## src/include/sifh_params.svh

```systemverilog
/*
 * size macros for the SiFH timing pipeline
 * timestamp and bin widths, frame shape, count width
 */

`ifndef SIFH_PARAMS_SVH
`define SIFH_PARAMS_SVH

// timestamp width in bits
`define NP 8

// bin address width, 2^NB bins per pixel
`define NB 6

// pixels per round
`define PIXELS 4

// samples per pixel per round
`define DATA_NUM 2

// rounds per pass
`define ACQ_NUM 8

// histogram count width, counts saturate at all ones
`define COUNT_W 8

`endif
```

## src/design/sifhPkg.sv

```systemverilog
/*
 * shared types for the SiFH pipeline
 * timestamp, bin, pixel and count types plus window constants
 */

`default_nettype none

package sifhPkg;

    `include "sifh_params.svh"

    //****************************************
    // scalar types
    //****************************************
    typedef logic [`NP-1:0]             timeT;
    typedef logic [`NB-1:0]             binT;
    typedef logic [$clog2(`PIXELS)-1:0] pixelT;
    typedef logic [`COUNT_W-1:0]        countT;

    // bin with its current count, histogram to peak stage
    typedef struct packed {
        binT   bin;
        countT count;
    } binCountT;

    // one window start per pixel
    typedef timeT [`PIXELS-1:0] winArrT;

    //****************************************
    // window constants
    //****************************************
    // SB, half of the fine window
    localparam timeT HALF_SPAN = timeT'(1 << (`NB - 1));
    // full fine window, 2*SB
    localparam timeT WIN_SPAN  = timeT'(1 << `NB);
    // highest legal window start
    localparam timeT WIN_TOP   = timeT'((1 << `NP) - (1 << `NB));

endpackage

`default_nettype wire

```

## src/design/stageIf.sv

```systemverilog
/*
 * stage-to-stage beat bundle with a typed payload
 * src and dst modports
 */

`timescale 1ns/10ps
`default_nettype none

interface stageIf import sifhPkg::*; #(
    parameter type payloadT = binT
) ();

    // beat present this cycle
    logic    valid;
    // sample counts toward the histogram
    logic    hit;
    // pixel the beat belongs to
    pixelT   pixel;
    // beat is part of a fine pass
    logic    fine;
    // final beat of the pass
    logic    lastOfPass;
    payloadT payload;

    // upstream stage drives everything
    modport src (
        output valid,
        output hit,
        output pixel,
        output fine,
        output lastOfPass,
        output payload
    );

    // downstream stage only samples
    modport dst (
        input valid,
        input hit,
        input pixel,
        input fine,
        input lastOfPass,
        input payload
    );

endinterface

`default_nettype wire

```

## src/design/histBuilder.sv

```systemverilog
/*
 * stage 2, histogram builder
 * per-pixel count memory with lazy clear and saturating increment
 */

`timescale 1ns/10ps
`default_nettype none
`include "sifh_params.svh"

module histBuilder import sifhPkg::*; (
    input  logic clk,
    input  logic combin_res,
    stageIf.dst  inS,
    stageIf.src  outS
);

    localparam int ADDR_W = $bits(pixelT) + `NB;
    localparam int DEPTH  = `PIXELS * (1 << `NB);

    // counts, pixel in the upper address bits
    countT             histMem [DEPTH];
    // entry holds a count of this pass
    logic [DEPTH-1:0]  entryValid;

    logic [ADDR_W-1:0] entryAddr;
    logic              doUpdate;
    countT             curCount;
    countT             newCount;

    assign entryAddr = {inS.pixel, inS.payload};
    assign doUpdate  = inS.valid && inS.hit;

    // stale entries read as empty
    assign curCount = entryValid[entryAddr] ? histMem[entryAddr] : '0;
    // hold at all ones
    assign newCount = (&curCount) ? curCount : curCount + 1'b1;

    //****************************************
    // memory write
    //****************************************
    always_ff @(posedge clk) begin
        if (doUpdate) begin
            histMem[entryAddr] <= newCount;
        end
    end

    // drop every valid bit at pass end instead of sweeping
    always_ff @(posedge clk or negedge combin_res) begin
        if (!combin_res) begin
            entryValid <= '0;
        end else if (inS.valid && inS.lastOfPass) begin
            entryValid <= '0;
        end else if (doUpdate) begin
            entryValid[entryAddr] <= 1'b1;
        end
    end

    //****************************************
    // forward beat with new count
    //****************************************
    always_ff @(posedge clk or negedge combin_res) begin
        if (!combin_res) begin
            outS.valid      <= 1'b0;
            outS.hit        <= 1'b0;
            outS.lastOfPass <= 1'b0;
        end else begin
            outS.valid      <= inS.valid;
            outS.hit        <= doUpdate;
            outS.lastOfPass <= inS.valid && inS.lastOfPass;
        end
    end

    always_ff @(posedge clk) begin
        outS.pixel         <= inS.pixel;
        outS.fine          <= inS.fine;
        outS.payload.bin   <= inS.payload;
        // misses carry no count
        outS.payload.count <= doUpdate ? newCount : '0;
    end

endmodule

`default_nettype wire

```

## src/design/peakTracker.sv

```systemverilog
/*
 * stage 3, peak detector
 * running per-pixel maximum and peak bin, serial publish at pass end
 */

`timescale 1ns/10ps
`default_nettype none
`include "sifh_params.svh"

module peakTracker import sifhPkg::*; (
    input  logic clk,
    input  logic combin_res,
    stageIf.dst  inS,
    stageIf.src  outS
);

    // best count and its bin per pixel
    countT    maxCnt  [`PIXELS];
    binT      peakBin [`PIXELS];

    // publish walk over all pixels
    logic     walking;
    pixelT    walkIdx;
    logic     walkFine;
    logic     walkLast;

    binCountT inBeat;
    logic     newPeak;

    assign inBeat   = inS.payload;
    // strictly greater, so first bin to reach a count keeps it
    assign newPeak  = inS.valid && inS.hit && (inBeat.count > maxCnt[inS.pixel]);
    assign walkLast = (walkIdx == pixelT'(`PIXELS - 1));

    //****************************************
    // tracking and walk control
    //****************************************
    always_ff @(posedge clk or negedge combin_res) begin
        if (!combin_res) begin
            for (int i = 0; i < `PIXELS; i++) begin
                maxCnt[i]  <= '0;
                peakBin[i] <= '0;
            end
            walking  <= 1'b0;
            walkIdx  <= '0;
            walkFine <= 1'b0;
        end else if (walking) begin
            // published pixel starts fresh for the next pass
            maxCnt[walkIdx]  <= '0;
            peakBin[walkIdx] <= '0;
            walkIdx          <= walkIdx + 1'b1;
            if (walkLast) begin
                walking <= 1'b0;
            end
        end else begin
            if (newPeak) begin
                maxCnt[inS.pixel]  <= inBeat.count;
                peakBin[inS.pixel] <= inBeat.bin;
            end
            // last update lands first, walk starts next cycle
            if (inS.valid && inS.lastOfPass) begin
                walking  <= 1'b1;
                walkIdx  <= '0;
                walkFine <= inS.fine;
            end
        end
    end

    //****************************************
    // published beats
    //****************************************
    always_ff @(posedge clk or negedge combin_res) begin
        if (!combin_res) begin
            outS.valid      <= 1'b0;
            outS.hit        <= 1'b0;
            outS.lastOfPass <= 1'b0;
        end else begin
            outS.valid      <= walking;
            outS.hit        <= walking;
            outS.lastOfPass <= walking && walkLast;
        end
    end

    // empty pixel gives bin 0
    always_ff @(posedge clk) begin
        outS.pixel   <= walkIdx;
        outS.fine    <= walkFine;
        outS.payload <= peakBin[walkIdx];
    end

endmodule

`default_nettype wire

```

## src/design/sampleFilter.sv

```systemverilog
/*
 * stage 1, data filter
 * sample/pixel/round counters, coarse/fine phase, window test, ready
 */

`timescale 1ns/10ps
`default_nettype none
`include "sifh_params.svh"

module sampleFilter import sifhPkg::*; (
    input  logic   clk,
    input  logic   combin_res,
    input  logic   sampleValid,
    input  timeT   sampleTime,
    output logic   ready,
    input  winArrT winLo,
    input  logic   done,
    stageIf.src    outS
);

    localparam int SAMPLE_W = ($clog2(`DATA_NUM) < 1) ? 1 : $clog2(`DATA_NUM);
    localparam int ROUND_W  = ($clog2(`ACQ_NUM) < 1) ? 1 : $clog2(`ACQ_NUM);

    // position inside the pass
    logic [SAMPLE_W-1:0] sampleCnt;
    pixelT               pixelCnt;
    logic [ROUND_W-1:0]  roundCnt;
    // 0 coarse, 1 fine
    logic                finePass;

    logic                accept;
    logic                lastSample;
    logic                lastPixel;
    logic                lastRound;
    logic                passEnd;
    logic [`NP:0]        winDiff;
    logic                inWindow;
    binT                 binAddr;
    logic                sampleHit;

    //****************************************
    // window test and bin address
    //****************************************
    assign accept     = sampleValid && ready;
    assign lastSample = (sampleCnt == SAMPLE_W'(`DATA_NUM - 1));
    assign lastPixel  = (pixelCnt == pixelT'(`PIXELS - 1));
    assign lastRound  = (roundCnt == ROUND_W'(`ACQ_NUM - 1));
    assign passEnd    = accept && lastSample && lastPixel && lastRound;

    // offset from window start, msb set means below the window
    assign winDiff  = {1'b0, sampleTime} - {1'b0, winLo[pixelCnt]};
    assign inWindow = !winDiff[`NP] && (winDiff[`NP-1:0] < WIN_SPAN);

    // coarse uses top NB bits, fine uses the offset
    assign binAddr   = finePass ? winDiff[`NB-1:0] : sampleTime[`NP-1 -: `NB];
    assign sampleHit = !finePass || inWindow;

    //****************************************
    // counters and phase
    //****************************************
    always_ff @(posedge clk or negedge combin_res) begin
        if (!combin_res) begin
            sampleCnt <= '0;
            pixelCnt  <= '0;
            roundCnt  <= '0;
            finePass  <= 1'b0;
        end else if (accept) begin
            sampleCnt <= lastSample ? '0 : sampleCnt + 1'b1;
            if (lastSample) begin
                pixelCnt <= lastPixel ? '0 : pixelCnt + 1'b1;
                if (lastPixel) begin
                    roundCnt <= lastRound ? '0 : roundCnt + 1'b1;
                end
            end
            // next pass switches resolution
            if (passEnd) begin
                finePass <= !finePass;
            end
        end
    end

    // input stalls from last sample until windows are settled
    always_ff @(posedge clk or negedge combin_res) begin
        if (!combin_res) begin
            ready <= 1'b1;
        end else if (passEnd) begin
            ready <= 1'b0;
        end else if (done) begin
            ready <= 1'b1;
        end
    end

    //****************************************
    // outgoing beat
    //****************************************
    always_ff @(posedge clk or negedge combin_res) begin
        if (!combin_res) begin
            outS.valid      <= 1'b0;
            outS.hit        <= 1'b0;
            outS.lastOfPass <= 1'b0;
        end else begin
            outS.valid      <= accept;
            outS.hit        <= accept && sampleHit;
            outS.lastOfPass <= passEnd;
        end
    end

    // qualified by valid downstream
    always_ff @(posedge clk) begin
        outS.pixel   <= pixelCnt;
        outS.fine    <= finePass;
        outS.payload <= binAddr;
    end

endmodule

`default_nettype wire

```

## src/design/sifhTop.sv

```systemverilog
/*
 * SiFH pipeline top level
 * filter, histogram, peak and window stages with feedback
 */

`timescale 1ns/10ps
`default_nettype none

module sifhTop import sifhPkg::*; (
    input  logic  clk,
    input  logic  combin_res,
    input  logic  sampleValid,
    input  timeT  sampleTime,
    output logic  ready,
    output logic  resultValid,
    output pixelT resultPixel,
    output timeT  resultTime
);

    //****************************************
    // stage links
    //****************************************
    // filter to histogram, bin address
    stageIf #(.payloadT(binT))      filtToHist ();
    // histogram to peak, bin with count
    stageIf #(.payloadT(binCountT)) histToPeak ();
    // peak to window, peak bin per pixel
    stageIf #(.payloadT(binT))      peakToWin  ();

    // feedback from window stage
    winArrT winLo;
    logic   done;

    //****************************************
    // stages
    //****************************************
    sampleFilter filterStage (
        .clk         (clk),
        .combin_res  (combin_res),
        .sampleValid (sampleValid),
        .sampleTime  (sampleTime),
        .ready       (ready),
        .winLo       (winLo),
        .done        (done),
        .outS        (filtToHist)
    );

    histBuilder histStage (
        .clk        (clk),
        .combin_res (combin_res),
        .inS        (filtToHist),
        .outS       (histToPeak)
    );

    peakTracker peakStage (
        .clk        (clk),
        .combin_res (combin_res),
        .inS        (histToPeak),
        .outS       (peakToWin)
    );

    windowCalc winStage (
        .clk         (clk),
        .combin_res  (combin_res),
        .inS         (peakToWin),
        .winLo       (winLo),
        .done        (done),
        .resultValid (resultValid),
        .resultPixel (resultPixel),
        .resultTime  (resultTime)
    );

endmodule

`default_nettype wire

```

## src/design/windowCalc.sv

```systemverilog
/*
 * stage 4, algebraic calculation
 * clamped window start from coarse peak, fine result output, done pulse
 */

`timescale 1ns/10ps
`default_nettype none
`include "sifh_params.svh"

module windowCalc import sifhPkg::*; (
    input  logic   clk,
    input  logic   combin_res,
    stageIf.dst    inS,
    output winArrT winLo,
    output logic   done,
    output logic   resultValid,
    output pixelT  resultPixel,
    output timeT   resultTime
);

    binT          inBin;
    // coarse peak scaled back to timestamp units
    timeT         coarseHigh;
    // one extra bit to see overflow past the range
    logic [`NP:0] topReach;
    timeT         newStart;
    logic         coarseBeat;
    logic         fineBeat;

    assign inBin      = inS.payload;
    assign coarseHigh = {inBin, {(`NP - `NB){1'b0}}};
    assign topReach   = {1'b0, coarseHigh} + {1'b0, HALF_SPAN};
    assign coarseBeat = inS.valid && inS.hit && !inS.fine;
    assign fineBeat   = inS.valid && inS.fine;

    //****************************************
    // window clamp
    //****************************************
    always_comb begin
        if (coarseHigh <= HALF_SPAN) begin
            // pinned to the bottom
            newStart = '0;
        end else if (topReach[`NP]) begin
            // pinned to the top
            newStart = WIN_TOP;
        end else begin
            newStart = coarseHigh - HALF_SPAN;
        end
    end

    //****************************************
    // window store and result
    //****************************************
    always_ff @(posedge clk or negedge combin_res) begin
        if (!combin_res) begin
            winLo       <= '0;
            done        <= 1'b0;
            resultValid <= 1'b0;
            resultPixel <= '0;
            resultTime  <= '0;
        end else begin
            // pulse on the final pixel of either pass
            done        <= inS.valid && inS.lastOfPass;
            resultValid <= fineBeat;
            if (coarseBeat) begin
                winLo[inS.pixel] <= newStart;
            end
            // fine peak is an offset into this pixel's window
            if (fineBeat) begin
                resultPixel <= inS.pixel;
                resultTime  <= winLo[inS.pixel] + timeT'(inBin);
            end
        end
    end

endmodule

`default_nettype wire

```

## config.mk

```make
export PLATFORM = sky130hd
export DESIGN_NAME = sifhTop
export DESIGN_NICKNAME = d
export VERILOG_FILES = /design/src/design/sifhPkg.sv /design/src/design/stageIf.sv /design/src/design/histBuilder.sv /design/src/design/peakTracker.sv /design/src/design/sampleFilter.sv /design/src/design/sifhTop.sv /design/src/design/windowCalc.sv
export VERILOG_INCLUDE_DIRS = /design/src /design/src/include
export SDC_FILE = /design/constraint.sdc
export NUM_CORES = 2
export LEC_CHECK = 0
export BUFFER_PORTS_ARGS = -buffer_cell sky130_fd_sc_hd__buf_4
export CORE_AREA = 2 2 470 472
export CTS_CLUSTER_DIAMETER = 50
export DETAILED_ROUTE_END_ITERATION = 16
export DIE_AREA = 0 0 472 474
export SYNTH_ARGS = -nofsm -noshare
export SYNTH_HDL_FRONTEND = slang
export SYNTH_SLANG_ARGS = --single-unit
```

## constraint.sdc

```tcl
create_clock -name clk -period 35.9 [get_ports clk]
set_input_delay 3.59 -clock clk [delete_from_list [all_inputs] [get_ports clk]]
set_output_delay 3.59 -clock clk [all_outputs]
set_load 0.005 [all_outputs]
```

==> metrics <==
status completed; min Tclk post-route 9.547 ns; asr flop ratio synth 15.01%; biggest area consumer among synthesized cells edfxtp_1; Clock Skews 0.07791 ns; Starting Density 44.88%; initial antenna violation count 16; Crit Path Max Fanout ~110; CP required 36.40 ns; GPL Wtd Cong 0.9520; synth warn 0; clk slew on worst S/H paths 0.06 ns; Crit path depth 14; WHS Path Cells 0; number of synthesized flops with an enable pin 2048; Pwr Density 62.88 nW/um^2; first-pass iteration count of the detailed router 6; overall global routing resource usage roughly 25%; total gr overflow 0; CP Class flop to flop; Initial DRC Count around 6700; Final Cycle Share 26.59%; Buffers on Ports 22; Setup-failing EPs final 0; critical path launch point type flop; CTS root buf clkbuf_16; number of placed I/O pins 23; final wirelength 283.3 mm; Crit. End Element flop; ranking of synthesized cells by area edfxtp_1 (63%), mux4_2 (10%), dfrtp_1 (9.4%); hold crit path type flop to flop; # rows 172; share of cells above drive strength 1 about a fifth; global-route wire length before repair about 400 mm; Post-Syn Nets 5461; Slew Viols, Final 0; sequential-to-total area share from yosys stat 72.78%; Die W 472 microns; antenna viol nets, final 0; CTS tree built; CTS resizes 0; Post-synth top flop edfxtp_1; vias in the first global route 52440; Area Overhead vs Synth 12.23%; CTS max path bufs 4; Post-CTS Setup Bufs 0; final core occ between 50% and 60%; CTS H-tree depth 5; Crit path arrival time 10.05 ns; total negative slack 0 ns; WL per Instance 32.68 microns; mapped cell area 98120 sq um; largest stage delay on the critical path 1.02 ns; Worst path slowest cell buf_4; largest net degree at the start of global routing 139; Core Box Area 218700 sq um; Vias 53340; length in cells of the worst reg-to-reg path 14; Most common cell on crit path buf_4; total of max-cap violations 0; hold buffer count at cts 0; worst vdd ir 39.47 uV; RSZ-0062 raised after global routing no; height of the die 474 microns; Synth top area share 62.68%; mean post-synth cell area between 15 and 20 sq um; CTS buffer count roughly 290; nets 5620; Post-route DRC 0; final HPWL from detailed placement 174.0 mm; Leakage 39.49 nW; drt via density a little over 6; Fin. Hold Viols 0; Fmax 0.1047 GHz; critical path cell sequence buf_4 > buf_12 > buf_4 > mux4_2 > a22oi_1 > a21oi_1 > o41ai_1 > and4_1 > a41oi_1 > ha_1 > nand3_1 > mux2_2 > nor2_4 > buf_4; Cell variety after synth 94; Worst Path Buf+Inv 4; worst-skew pair later-pin latency a little over 0.9 ns; CTS Sinks 2451; Crit path max-delay family buffers and inverters; Gate Count Post-Synth 5422; Worst Max-Slew Pin Slew 1.445 ns; Worst slew margin 3.343%; #FFs+latches synth 2451; Die ar. 223700 sq um
[registers in the layout, summed over array words and instances, names as in the netlist, 3 cells and up]
| signal | count |
|---|---|
| winStage.resultTime | 8 |
| filterStage.outS.payload | 6 |
| peakStage.outS.payload | 6 |
| filterStage.roundCnt | 3 |
| peakStage.peakBin | 24 |
| histStage.outS.payload | 14 |
| winStage.winLo | 24 |
| histStage.entryValid | 256 |
| peakStage.maxCnt | 32 |
| histStage.histMem | 2048 |
[synthesized netlist by cell type (all sizes together) (5+ instances only)]
cell	count
nand2b	11
buf	185
nand3b	7
inv	33
xor2	8
o41ai	8
a22o	10
o21ai	56
mux4	504
nor4	7
dfrtp	367
ha	27
edfxtp	2048
and2	12
nand2	179
nor4b	5
a32oi	6
and4b	5
nand3	66
a22oi	208
o22ai	64
a2111oi	7
a221oi	9
mux2i	334
nor2b	18
o211ai	6
nand4	23
and3	13
a31oi	11
mux2	26
nor3	16
nor4bb	7
nor2	814
a211oi	11
dfxtp	35
a21oi	68
or2	5
o21a	6
clkbuf	141
[routing by layer]
| metal | GRT usage [%] | vias up | part of all wire [%] |
|---|---|---|---|
| met5 | 0.06489 | - | 0.012 |
| met4 | 10.44 | 4 | 4.4 |
| met3 | 6.272 | 597 | 10 |
| met2 | 38.20 | 2872 | 45 |
| met1 | 34.92 | 28090 | 40 |
| li1 | - | 21770 | - |
[power breakdown]
part	internal (mW)	switching [mW]	leakage, nW
sequential	3.23	0.0734	25.5
clock	1.67	1.15	4.38
combinational	0.258	0.542	9.58
total	5.16	1.77	39.5
[placed cells by master (no fill, tap or decap), types with 33 or more instances in the layout]
| master | count |
|---|---|
| a21oi_1 | 65 |
| a22oi_1 | 208 |
| buf_4 | 183 |
| clkbuf_1 | 70 |
| clkbuf_16 | 298 |
| clkinv_1 | 41 |
| dfrtp_1 | 366 |
| edfxtp_1 | 2048 |
| inv_1 | 33 |
| mux2i_1 | 334 |
| mux4_1 | 49 |
| mux4_2 | 455 |
| nand2_1 | 176 |
| nand3_1 | 65 |
| nor2_1 | 806 |
| o21ai_0 | 52 |
| o22ai_1 | 64 |
[final timing paths]
kind,slack (ns),start,endpoint
max,26.35,filterStage.outS.payload[0],histStage.histMem[146][6]
min,0.35,filterStage.outS.fine,histStage.outS.fine
max reg2reg,26.35,filterStage.outS.payload[0],histStage.histMem[146][6]
min reg2reg,0.35,filterStage.outS.fine,histStage.outS.fine
max in group asynchronous,30.95,combin_res,histStage.entryValid[58]
min in group asynchronous,2.58,combin_res,histStage.entryValid[168]
[per-stage QoR]
stage / hold slack [ns] / setup WS (ns) / total power [mW] / area [sq um] / instances
2_1_floorplan: 0.3096 / 24.49 / 3.863 / 98120 / 5422
3_3_place_gp: 0.3219 / 26.58 / 4.132 / 101000 / 8157
4_1_cts: 0.3553 / 26.34 / 6.943 / 110100 / 8665
3_5_place_dp: 0.3345 / 26.45 / 4.148 / 101000 / 8157
6_report: 0.3474 / 26.35 / 6.925 / 110100 / 8670
5_1_grt: 0.3523 / 25.97 / 7.109 / 110100 / 8667
[cell families (layout without fill, tap and decap cells)]
logic type	Yosys count	in the layout	share of synthesized area [%]
AOI/OAI and AO/OA	495	495	3.503
xor gates and xnor gates	12	12	0.1071
adders and majority gates	28	28	0.3647
buffers and inverters	360	733	2.546
DFF	2451	2451	72.78
muxes	864	864	15.46
other	0	4	0
and+or+nand+nor	1212	1212	5.242
[area by class of cell]
class                           instances  area [sq um]
Tap cell                             2871          3592
Fill cell                           17640        108500
Antenna cell                            4         10.01
Clock buffer                          383          7926
Timing Repair Buffer                  191          1514
Multi-Input combinational cell       2611         24380
Inverter                               34         127.6
Clock inverter                        125          1136
Sequential cell                      2451         71440
[worst reg2reg max path, cell delays in order, from the launching register on]
cell and delay (ns):
dfxtp_4 0.77, buf_4 0.73, buf_12 0.57, buf_4 0.85
mux4_2 0.63, a22oi_1 0.51, a21oi_1 0.16, o41ai_1 0.82
and4_1 0.76, a41oi_1 0.32, ha_1 0.45, nand3_1 0.12
mux2_2 0.39, nor2_4 0.91, buf_4 1.03
Power figures use the tool's default switching activity.
